$ cat src/hw/row_buffer_pkg.sv
package row_buffer_pkg;

    ////////////////////////////////////////////////////////////////////////////
    // Pixel format
    ////////////////////////////////////////////////////////////////////////////

    // Bits per pixel, shared by the banks and every stream
    localparam int PIXEL_WIDTH = 18;

    typedef logic [PIXEL_WIDTH-1:0] pixel_t;

    ////////////////////////////////////////////////////////////////////////////
    // Stream payloads
    ////////////////////////////////////////////////////////////////////////////

    // Input beat in raster order
    typedef struct packed {
        logic   sof;    // first pixel of a frame
        pixel_t pixel;
    } in_beat_t;

    // Vertical 3x1 column for the convolution front end
    typedef struct packed {
        pixel_t top;    // two rows back
        pixel_t mid;    // previous row
        pixel_t bot;    // current row
    } column_t;

    ////////////////////////////////////////////////////////////////////////////
    // Row phase
    ////////////////////////////////////////////////////////////////////////////

    // Names the bank that holds the older of the two stored rows
    typedef logic bank_sel_t;

endpackage

$ cat src/hw/window_assembler.sv
`timescale 1ns/1ps

module window_assembler
    import row_buffer_pkg::*;
(
    input  logic      clk,
    input  logic      rst,

    // Tagged beat from the raster tracker
    input  logic      in_valid,
    output logic      in_ready,
    input  pixel_t    in_pixel,
    input  bank_sel_t in_phase,
    input  logic      in_primed,

    // Bank read data, valid one cycle after the tracker accepted the beat
    input  pixel_t    bank0_data,
    input  pixel_t    bank1_data,

    // Column stream
    output logic      out_valid,
    input  logic      out_ready,
    output column_t   out_col
);

    logic    out_valid_q;
    logic    take;
    column_t col_next;

    assign in_ready  = !out_valid_q || out_ready;
    assign take      = in_valid && in_ready;
    assign out_valid = out_valid_q;

    ////////////////////////////////////////////////////////////////////////////
    // Row ordering
    ////////////////////////////////////////////////////////////////////////////

    // Phase bank returned the row two back, the other bank the previous row
    always_comb begin
        col_next.top = in_phase ? bank1_data : bank0_data;
        col_next.mid = in_phase ? bank0_data : bank1_data;
        col_next.bot = in_pixel;
    end

    ////////////////////////////////////////////////////////////////////////////
    // Column register
    ////////////////////////////////////////////////////////////////////////////

    // Beats from rows 0 and 1 are taken and dropped
    always_ff @(posedge clk) begin
        if (rst) begin
            out_valid_q <= 1'b0;
        end else if (take) begin
            out_valid_q <= in_primed;
        end else if (out_ready) begin
            out_valid_q <= 1'b0;
        end
    end

    always_ff @(posedge clk) begin
        if (take && in_primed) begin
            out_col <= col_next;
        end
    end

endmodule

$ cat config.mk
export PLATFORM = sky130hd
export DESIGN_NAME = window_assembler
export DESIGN_NICKNAME = d
export VERILOG_FILES = /design/src/hw/row_buffer_pkg.sv /design/src/hw/window_assembler.sv
export SDC_FILE = /design/constraint.sdc
export NUM_CORES = 1
export LEC_CHECK = 0
export BUFFER_PORTS_ARGS = -buffer_cell sky130_fd_sc_hd__clkbuf_2
export CAP_MARGIN = 15
export CORE_UTILIZATION = 27
export DETAILED_ROUTE_END_ITERATION = 8
export GPL_TIMING_DRIVEN = 0
export HOLD_SLACK_MARGIN = 0.06
export PLACE_DENSITY_LB_ADDON = 0.25
export SETUP_SLACK_MARGIN = 0.4
export SLEW_MARGIN = 20
export SYNTH_ARGS = -nofsm -noshare
export SYNTH_HDL_FRONTEND = slang
export SYNTH_SLANG_ARGS = --single-unit
$ cat constraint.sdc
create_clock -name clk -period 10.74 [get_ports clk]
set_clock_uncertainty 0.15 [all_clocks]
set_input_delay 1.611 -clock clk [delete_from_list [all_inputs] [get_ports clk]]
set_output_delay 1.611 -clock clk [all_outputs]
set_load 0.005 [all_outputs]
Word level (Yosys, flattened, before mapping)
Cells that the tools add are included.

word-level totals
  input port bits = 60
  logic and storage cells = 13
  output and inout port bits = 56
  flip-flop bits (word level) = 55

cells by class
  reductions and logical operators = 5
  muxes and demuxes = 4

operator list
  kind                 number
  $mux W18             2
  $logic_and A1 B1 Y1  2
  $mux W1              2
  $reduce_bool A2 Y1   1
  $logic_not A1 Y1     1
  $logic_or A1 B1 Y1   1

Logic depth before layout (Yosys ltp)
  depth in word-level cells = 4
  depth in mapped cells = 3

Least setup slack after synthesis
Ideal clock, no wire load.

  path type = input to register
  start = input out_ready
  end = register out_col[0] (netlist bit) (enable)
  buffers on the path = 0
  library setup time = 0.472 ns
  path slack = 5.937 ns
  required time = 10.118 ns
  stages = 2
  data arrival time = 4.181 ns
  cells stage by stage = nand2b_1 > nor2b_1

between the ends
  word-level cells in the longest chain between the ends = 3

RTL lines
  what                  RTL line                text
  from (decl)           window_assembler.sv:22  input logic out_ready,
  $logic_or A1 B1 Y1    window_assembler.sv:30  assign in_ready = !out_valid_q || out_ready;
  $logic_and A1 B1 Y1   window_assembler.sv:31  assign take = in_valid && in_ready;
  $logic_and A1 B1 Y1   window_assembler.sv:61  if (take && in_primed) begin
  to (signal assigned)  window_assembler.sv:62  out_col <= col_next;
  to (decl)             window_assembler.sv:23  output column_t out_col

Every way passes these cells.
A chain may end at the register's enable or synchronous reset.

Worst setup path in the final report
  start = input out_ready
  end = output in_ready

between the ends
  word-level cells in the longest chain between the ends = 1

RTL lines
  what                RTL line                text
  $logic_or A1 B1 Y1  window_assembler.sv:30
  to (decl)           window_assembler.sv:11  output logic in_ready,

Every way passes these cells.

==> summary.md <==
| Metric | Value |
|---|---|
| Skew-Pair Late Insertion Delay | 0.30 ns |
| Die height | 93.3 um |
| Fin crit share | 0.348 |
| CP required | 8.98 ns |
| RD Place Congestion | 0.656 |
| Post_cts resized | 0 |
| Routed length on met3 | 398 um |
| Worst setup margin | 7.00 ns |
| DRT Wirelength | 4.57 mm |
| Synth warnings | 0 |
| TritonCTS buffer count | 5 |
| Iteration-0 DRC Markers | 10 |
| CP max FO | 3 |
| Number of global-route vias before repair | 1337 |
| Nets@finish | 282 |
| Synth Net Count | 159 |
| Final min period | 3.74 ns |
| Dpl ws | 7.00 ns |
| Layout cells sized above 1 | 0.735 |
| Worst Reg-to-Reg Cells | 3 |
| FMAX | 267 MHz |
| Layout area overhead | 37.4% |
| LEAKAGE | 0.00137 uW |
| Hold path cells | 2 |
| Crit path DAT | 1.98 ns |
| Initial Util | 0.286 |
| PwrDens | 135 nW/um^2 |
| Root Buffer Master | clkbuf_8 |
| Tot Pwr | 417 uW |
| Number of clock sinks | 55 |
| Half-perimeter wire length after placement | 3.51 mm |
| Most common cell after layout, fill and taps aside | clkbuf_2 |
| Outcome | completed |
| Core area | 7890 um^2 |
| Core Rows | 32 |
| Clock Pin Slew Worst Setup and Hold Paths | 0.10 ns |
| # hold bufs at CTS | 0 |
| Die area | 8710 um^2 |
| I/O pins | 116 |
| DR pass1 iterations | 4 |
| Final hold violations | 0 |
| CTS H-tree depth | 2 |
| DR DRC count | 0 |
| Seq/Total Area, Yosys | 0.729 |
| Most frequent cells in the layout | clkbuf_2, edfxtp_1, mux2_4 |
| Final setup vio count | 0 |
| Slew @ Worst Pin | 0.446 ns |
| Worst slew margin | 0.702 |
| Cell count after synthesis | 99 |
| Initial antenna violation count | 0 |
| Via Count | 1347 |
| DRT met1 WL | 1.82 mm |
| Mean Syn Cell Area | 22.7 um^2 |
| Metal2 WL | 2.29 mm |
| Port Buf Inserts | 114 |
| CTS tree | done |
| Fin util | 0.392 |
| Vias per std cell | 4.14 |
| Setup CP Type | primary input to primary output |
| Die width | 93.3 um |
| Deepest clock path buffer count | 2 |
| RSZ-0062 raised after global routing | no |
| Fill cells | 747 |
| Synth unique cells | 10 |
| Routed len/inst | 14.0 um |
| Mapped Area | 2250 um^2 |
| GRT Overall Usage | 0.103 |
| # Post-CTS Setup Buffers | 0 |
| First-pass GRT wire length | 6.60 mm |
| #FFs+latches synth | 55 |
| HP Class | register to register |
| Nature of the critical path endpoint | primary output |
| Highest metal used | met4 |
| Diodes inserted | 0 |
| Startpoint type of the worst setup path | primary input |
| Max-slew violations | 0 |
| Hold slack | 0.397 ns |
| Total negative slack | 0 ns |
| GRT Residual Overflow | 0 |
| # Max-Cap Violations | 0 |
| Max VDD drop | 0.0000546 V |
| Largest net degree at the start of global routing | 29 |
| Routed Antenna Nets | 0 |
-- flip-flops by register name, summed over array words and instances, names as in the netlist --
register   count
out_col       54
out_valid      1
-- report_power, final --
group          internal (uW)  switching, uW  total (uW)
clock network           45.6           66.8         112
registers                248           2.59         251
logic                   32.8           21.0        53.7
total                    327           90.3         417
-- layout make-up --
cell class	count	area [um^2]	area share
buffer	4	71.3	0.0230
clock buffer	5	68.8	0.0222
clock inverter	3	20.0	0.00647
multi-input combinational	40	547	0.177
sequential	55	1640	0.531
tap	102	128	0.0412
timing repair buffer	116	618	0.200
-- metal layers --
metal / GRT usage / up-vias
met5: 0 / -
met4: 0.0423 / 0
met3: 0.0309 / 5
met2: 0.178 / 73
met1: 0.118 / 634
li1: - / 635
-- cells by family (layout without fill, tap and decap cells) --
family / Yosys count / after routing / share of synthesized area
AO/OA/AOI/OAI: 1 / 1 / 0.00222
flip-flops: 55 / 55 / 0.729
buffers and inverters: 4 / 128 / 0.0317
multiplexers: 36 / 36 / 0.230
AND/OR/NAND/NOR: 3 / 3 / 0.00722
-- synthesized netlist by cell type (all sizes together) --
| library cell | n | share of area |
|---|---|---|
| mux2 | 36 | 0.23 |
| edfxtp | 54 | 0.72 |
| buf | 4 | 0.032 |
| a21oi | 1 | 0.0022 |
| dfxtp | 1 | 0.0089 |
| nand2 | 1 | 0.0017 |
| nand2b | 1 | 0.0028 |
| nor2b | 1 | 0.0028 |
-- through the flow --
| step | instance area (um^2) | cells |
|---|---|---|
| after floorplan | 2250 | 99 |
| after global placement | 2950 | 315 |
| after detailed placement | 3010 | 317 |
| after CTS | 3090 | 325 |
| after global routing | 3090 | 325 |
| final | 3090 | 325 |
-- path summary, 6_finish.rpt --
kind | slack [ns] | start | end
worst max-delay path | 7.00 | out_ready | in_ready
worst min-delay path | 0.40 | out_valid$_SDFFE_PP0P_ | out_valid$_SDFFE_PP0P_
worst max register to register | 9.15 | out_valid$_SDFFE_PP0P_ | out_col[43]$_DFFE_PP_
worst min register to register | 0.40 | out_valid$_SDFFE_PP0P_ | out_valid$_SDFFE_PP0P_
-- worst max-delay path: stages --
cell and delay, ns:
clkbuf_2 0.07, nand2b_1 0.17, clkbuf_2 0.13
Note: power is estimated with default switching activity, not from simulation.
