$ cat src/hw/row_buffer_pkg.sv
package row_buffer_pkg;

    ////////////////////////////////////////////////////////////////////////////
    // Pixel format
    ////////////////////////////////////////////////////////////////////////////

    // Bits per pixel, shared by the banks and every stream
    localparam int PIXEL_WIDTH = 18;

    typedef logic [PIXEL_WIDTH-1:0] pixel_t;

    ////////////////////////////////////////////////////////////////////////////
    // Stream payloads
    ////////////////////////////////////////////////////////////////////////////

    // Input beat in raster order
    typedef struct packed {
        logic   sof;    // first pixel of a frame
        pixel_t pixel;
    } in_beat_t;

    // Vertical 3x1 column for the convolution front end
    typedef struct packed {
        pixel_t top;    // two rows back
        pixel_t mid;    // previous row
        pixel_t bot;    // current row
    } column_t;

    ////////////////////////////////////////////////////////////////////////////
    // Row phase
    ////////////////////////////////////////////////////////////////////////////

    // Names the bank that holds the older of the two stored rows
    typedef logic bank_sel_t;

endpackage

$ cat src/hw/raster_tracker.sv
`timescale 1ns/1ps

module raster_tracker
    import row_buffer_pkg::*;
#(
    parameter int  MAX_COLS = 1024,
    localparam int ADDR_W   = $clog2(MAX_COLS)
) (
    input  logic              clk,
    input  logic              rst,

    // Incoming pixel stream
    input  logic              in_valid,
    output logic              in_ready,
    input  in_beat_t          in_beat,
    input  logic [ADDR_W:0]   num_cols,

    // Tagged beat towards the window assembler
    output logic              out_valid,
    input  logic              out_ready,
    output pixel_t            out_pixel,
    output bank_sel_t         out_phase,
    output logic              out_primed,

    // Shared bank port control
    output logic              wr_en,
    output bank_sel_t         wr_bank,
    output logic [ADDR_W-1:0] addr
);

    logic [ADDR_W-1:0] col_q;
    logic [1:0]        row_q;
    bank_sel_t         phase_q;
    logic              out_valid_q;

    logic [ADDR_W-1:0] cur_col;
    logic [1:0]        cur_row;
    bank_sel_t         cur_phase;
    logic              accept;
    logic              last_col;

    assign in_ready  = !out_valid_q || out_ready;
    assign accept    = in_valid && in_ready;
    assign out_valid = out_valid_q;

    // Start of frame restarts the raster on its own beat
    assign cur_col   = in_beat.sof ? '0 : col_q;
    assign cur_row   = in_beat.sof ? 2'd0 : row_q;
    assign cur_phase = in_beat.sof ? 1'b0 : phase_q;
    assign last_col  = {1'b0, cur_col} == num_cols - 1'b1;

    // Older row is read out and replaced by the current one
    assign wr_en   = accept;
    assign wr_bank = cur_phase;
    assign addr    = cur_col;

    ////////////////////////////////////////////////////////////////////////////
    // Raster position
    ////////////////////////////////////////////////////////////////////////////

    always_ff @(posedge clk) begin
        if (rst) begin
            col_q   <= '0;
            row_q   <= 2'd0;
            phase_q <= 1'b0;
        end else if (accept) begin
            if (last_col) begin
                col_q   <= '0;
                phase_q <= ~cur_phase;
                // Saturates once the buffer is primed
                row_q   <= (cur_row == 2'd2) ? 2'd2 : cur_row + 2'd1;
            end else begin
                col_q   <= cur_col + 1'b1;
                phase_q <= cur_phase;
                row_q   <= cur_row;
            end
        end
    end

    ////////////////////////////////////////////////////////////////////////////
    // Output register
    ////////////////////////////////////////////////////////////////////////////

    always_ff @(posedge clk) begin
        if (rst) begin
            out_valid_q <= 1'b0;
        end else if (accept) begin
            out_valid_q <= 1'b1;
        end else if (out_ready) begin
            out_valid_q <= 1'b0;
        end
    end

    always_ff @(posedge clk) begin
        if (accept) begin
            out_pixel  <= in_beat.pixel;
            out_phase  <= cur_phase;
            out_primed <= cur_row == 2'd2;
        end
    end

endmodule

$ cat config.mk
export PLATFORM = sky130hd
export DESIGN_NAME = raster_tracker
export DESIGN_NICKNAME = d
export VERILOG_FILES = /design/src/hw/row_buffer_pkg.sv /design/src/hw/raster_tracker.sv
export SDC_FILE = /design/constraint.sdc
export NUM_CORES = 1
export LEC_CHECK = 0
export BUFFER_PORTS_ARGS = -buffer_cell sky130_fd_sc_hd__buf_2
export CORE_MARGIN = 3
export CORE_UTILIZATION = 52
export CTS_BUF_LIST = sky130_fd_sc_hd__clkbuf_16
export CTS_CLUSTER_DIAMETER = 30
export DETAILED_ROUTE_END_ITERATION = 8
export GPL_TIMING_DRIVEN = 0
export PLACE_DENSITY = 0.86
export SKIP_CTS_REPAIR_TIMING = 1
export SYNTH_ARGS = -nofsm -noshare
export SYNTH_HDL_FRONTEND = slang
export SYNTH_SLANG_ARGS = --single-unit
$ cat constraint.sdc
create_clock -name clk -period 4.15 [get_ports clk]
set_input_delay 0.2075 -clock clk [delete_from_list [all_inputs] [get_ports clk]]
set_output_delay 0.2075 -clock clk [all_outputs]
set_load 0.01 [all_outputs]
* After elaboration in Yosys (flattened, before gate mapping) *
Cells that the tools add are included.

word-level totals
  memories kept = 0
  latch bits = 0
  flip-flop bits (word level) = 34
  bits of input ports = 34
  logic and storage cells = 26
  ROM bits = 0
  output and inout port bits = 34
  RAM bits = 0

operators by class
  div/mod/pow operators = 0
  eq/ne operators = 2
  muxes and demuxes = 9
  bitwise operators = 1
  shift operators = 0
  add/sub/neg operators = 3
  reduce and logical (&&, ||, !) cells = 4
  magnitude comparators = 0
  $mul = 0

operator list
  cell                     number
  $mux W10                 2
  $eq A10 B11 Y1           1
  $sub A11 B1 Y11 const B  1
  $add A10 B1 Y10 const B  1
  $mux W2                  3
  $mux W1                  4
  $add A2 B1 Y2 const B    1
  $eq A2 B2 Y1 const B     1
  $reduce_bool A2 Y1       1
  $logic_and A1 B1 Y1      1
  $logic_not A1 Y1         1
  $logic_or A1 B1 Y1       1
  $not A1 Y1               1

* Logic depth before layout (Yosys ltp) *
  word-level depth = 4
  mapped depth = 10
  depth with buffers taken out = 9

* Least setup slack after synthesis *
OpenSTA, ideal clock, no wires.

  path type = input to register
  start point = input port num_cols[0]
  end point = register col_q[7]
  stages = 9
  slack = 2.041 ns
  arrival = 1.987 ns
  required time = 4.028 ns
  path buffers = 1
  library setup time = 0.122 ns
  cell sequence = inv_1 ha_1 nor2b_1 xnor3_1 or3b_1 a221oi_2 nand3_1 buf_2 a311o_1

on the way
  longest elaborated chain between the ends = 3

ends and longest elaborated chain
  item                  RTL line              source
  start, declared       raster_tracker.sv:16  input logic [ADDR_W:0] num_cols,
  $sub A11 B1 Y11       raster_tracker.sv:50  assign last_col = {1'b0, cur_col} == num_cols - 1'b1;
  $eq A10 B11 Y1        raster_tracker.sv:50
  $mux W10              raster_tracker.sv:67  if (last_col) begin
  end signal, assigned  raster_tracker.sv:73  col_q <= cur_col + 1'b1;
  end, declared         raster_tracker.sv:31  logic [ADDR_W-1:0] col_q;

Every way passes these cells.
A chain may end at the register's enable or synchronous reset.

* Worst setup path after layout *
  start point = register out_valid_q (netlist: out_valid)
  end point = output port wr_en

on the way
  longest elaborated chain between the ends = 3

ends and longest elaborated chain
  item                    RTL line              source
  start, declared         raster_tracker.sv:34  logic out_valid_q;
  start signal, assigned  raster_tracker.sv:86  out_valid_q <= 1'b0;
  start signal, assigned  raster_tracker.sv:88  out_valid_q <= 1'b1;
  start signal, assigned  raster_tracker.sv:90  out_valid_q <= 1'b0;
  $logic_not A1 Y1        raster_tracker.sv:42  assign in_ready = !out_valid_q || out_ready;
  $logic_or A1 B1 Y1      raster_tracker.sv:42
  $logic_and A1 B1 Y1     raster_tracker.sv:43  assign accept = in_valid && in_ready;
  end, declared           raster_tracker.sv:26  output logic wr_en,

Every way passes these cells.

==> results.cfg <==
[layout]
multi_input_area_um2 = 840.8
seqCellArea_um2 = 880.8
drive_above_1_share_pct = 31.47
nets = 288
n_antenna_cell = 0
layout.cells.non_filler = 295
fillerInstances = 235
syn2layout_area_growth_pct = 32.33

[cts]
path_clk_slew_ns = 0.05
numCtsBuffers = 5
h-tree-depth = 2
clk_path_buf_depth = 2
cts-root-buf = clkbuf_16
cts_tree = done
cts_sinks = 34
clk_latency_ns = 0.28

[yosys]
synth_top_area_share_pct = 33.52
synth_nets = 214
syn-cell-area_mm2 = 0.001792
ys_seq_elements = 34
synth_seq_area_share_pct = 49.16
synth_edf_count = 20
synthArstFlopShare_pct = 0
yosysMostFrequentCell = edfxtp_1
synth_warnings = 0
synth_top_area_cell = edfxtp_1
synthTopCellsByArea = edfxtp_1 (34%), dfxtp_1 (16%), nand3_1 (4.5%)
synth_ff_type = edfxtp_1
yosysUniqueCellTypes = 40
syn_area_per_cell_um2 = 10.18
syn_inst = 176
ys_top_cells_by_count = edfxtp_1 (20), nand3_1 (16), nand2_1 (15)

[sta]
max-slew-margin-rel_pct = 39.37
final_hold_viol_count = 0
timing.fmax_mhz = 416.6
finalCriticalPeriod_ns = 2.400
clock_skew_ns = 0.003449
rsz0062_at_grt = false
finalSetupViolations = 0
final_max_slew_viol_count = 0
setup_tns_ns = 0
worst_slew_pin_slew_ns = 0.9038
period_share_pct = 57.84

[power_and_ir_drop]
power_density_mw_per_mm2 = 393.5
power.leakage_uw = 0.001024
power.total_uw = 933.0
irDropWorstVdd_v = 0.0002907

[job]
cap_violations = 0

[die]
io_pins = 68
fp.dieW_um = 64.70
design.die.area_mm2 = 0.004186
initial_core_util_pct = 56.38
die_h_um = 64.70
core_mm2 = 0.003178
std_cell_rows = 20

[setup_path]
crit_type = flip-flop to primary output
endpoint_kind = primary output
worstPathArrival_ns = 2.19
crit_chain = nand2b_1, nand2_1, clkinv_1, buf_2
cp_max_fo = 29
r2r-end = col_q[8]$_SDFFE_PP0P_
slowest_delay_ns = 0.80
reg2reg_depth = 9
start_kind = flip-flop
r2r_slack_ns = 1.82
crit_slowest_cell = clkinv_1
worstReg2RegStart = col_q[4]$_SDFFE_PP0P_
critPathRequiredTime_ns = 3.94

[route]
drc_errors = 0
via_per_inst = 5.434
ant_nets = 0
dr.first_iter.drc_count = 94
drt-total-wl_um = 4139
first_pass_iters = 4
num_vias = 1603
wl_per_cell_um = 14.03

[global_route]
grt_max_degree = 30
grt_pass1_vias = 1453
grt_overflow = 0
gr-usage-all-layers_pct = 21.11
grt_pass1_wl_um = 6768
antenna_found_initial = 0

[min_path]
hold_path.startpoint = in_beat[6]
hp-class = input port to flip-flop
min_to = out_pixel[6]$_DFFE_PP_
worstHoldPathCells = 1

[placed_design]
dp_cells = 287
port_buffers = 67
gp_congestion = 0.8286
dp_hpwl_um = 3106

[outcome]
status = complete, no violations
==> area by class of cell <==
type	instances	share of cell area (%)
Clock buffer	5	5.277
Multi-Input combinational cell	126	35.46
Inverter	10	1.583
Sequential cell	34	37.15
Tap cell	44	2.322
Timing Repair Buffer	67	14.14
Buffer	6	1.372
Clock inverter	3	2.691
==> flip-flops by register name, indices dropped and copies added, names as in the netlist <==
| name | count |
|---|---|
| out_phase | 1 |
| out_pixel | 18 |
| phase_q | 1 |
| out_primed | 1 |
| row_q | 2 |
| out_valid | 1 |
| col_q | 10 |
==> power breakdown <==
part / total, uW / leakage, uW / switching (uW) / internal (uW)
Sequential: 377 / 0.000308 / 4.50 / 373
Combinational: 83.9 / 0.000625 / 49.0 / 34.9
Clock: 472 / 0.0000915 / 130 / 341
==> worst max path at each step <==
stage	start	end	slack, ns	cells past startpoint
after floorplan	num_cols[0]	col_q[7]$_SDFFE_PP0P_	2.04	9
after global placement	num_cols[0]	col_q[7]$_SDFFE_PP0P_	1.63	10
after detailed placement	num_cols[0]	row_q[1]$_SDFFE_PP0P_	1.62	11
after CTS	out_valid$_SDFFE_PP0P_	wr_en	1.73	4
after global routing	out_valid$_SDFFE_PP0P_	wr_en	1.56	4
final	out_valid$_SDFFE_PP0P_	wr_en	1.75	4
==> cell usage in the layout, fill, tap and decap left out, drive strengths merged, types with 3 or more instances in the layout <==
| master | instances |
|---|---|
| nand3 | 16 |
| and3 | 3 |
| a21oi | 13 |
| buf | 70 |
| nand2b | 3 |
| nor2b | 8 |
| nand2 | 15 |
| nor2 | 5 |
| dfxtp | 14 |
| clkbuf | 8 |
| edfxtp | 20 |
| a22oi | 3 |
| ha | 4 |
| xor2 | 5 |
| nor3 | 8 |
| inv | 9 |
| o21ai | 8 |
| xnor2 | 8 |
==> layer usage <==
layer	wire length, um	vias to the layer above	GRT usage [%]
met4	49	0	5.277
met2	2069	54	34.99
met3	257	6	7.972
li1	-	792	-
met5	0	-	0
met1	1763	751	25.84
==> worst max-delay path: cells and delay by family, from the launching register on <==
family                 cells  cell delay, ns
buffers and inverters      2            1.22
flip-flops                 1            0.33
AND/OR/NAND/NOR            2            0.36
==> per-stage QoR <==
step | util, % | area (um^2) | hold WS [ns] | worst slack, ns
2_1_floorplan | - | 1792 | 0.2766 | 2.041
3_3_place_gp | 68.66 | 2182 | 0.3837 | 1.626
3_5_place_dp | 68.66 | 2182 | 0.3862 | 1.623
4_1_cts | 74.61 | 2371 | 0.1034 | 1.734
5_1_grt | 74.61 | 2371 | 0.09347 | 1.559
6_report | 74.61 | 2371 | 0.1048 | 1.750
==> kinds of logic after synthesis <==
logic type | Yosys count | synth area share, %
AOI/OAI and AO/OA | 34 | 12.29
xor gates and xnor gates | 15 | 8.869
adders and majority gates | 4 | 2.793
buffers and inverters | 16 | 3.910
DFF | 34 | 49.16
and+or+nand+nor | 73 | 22.98
No activity file was read; power rests on OpenSTA's default activity.
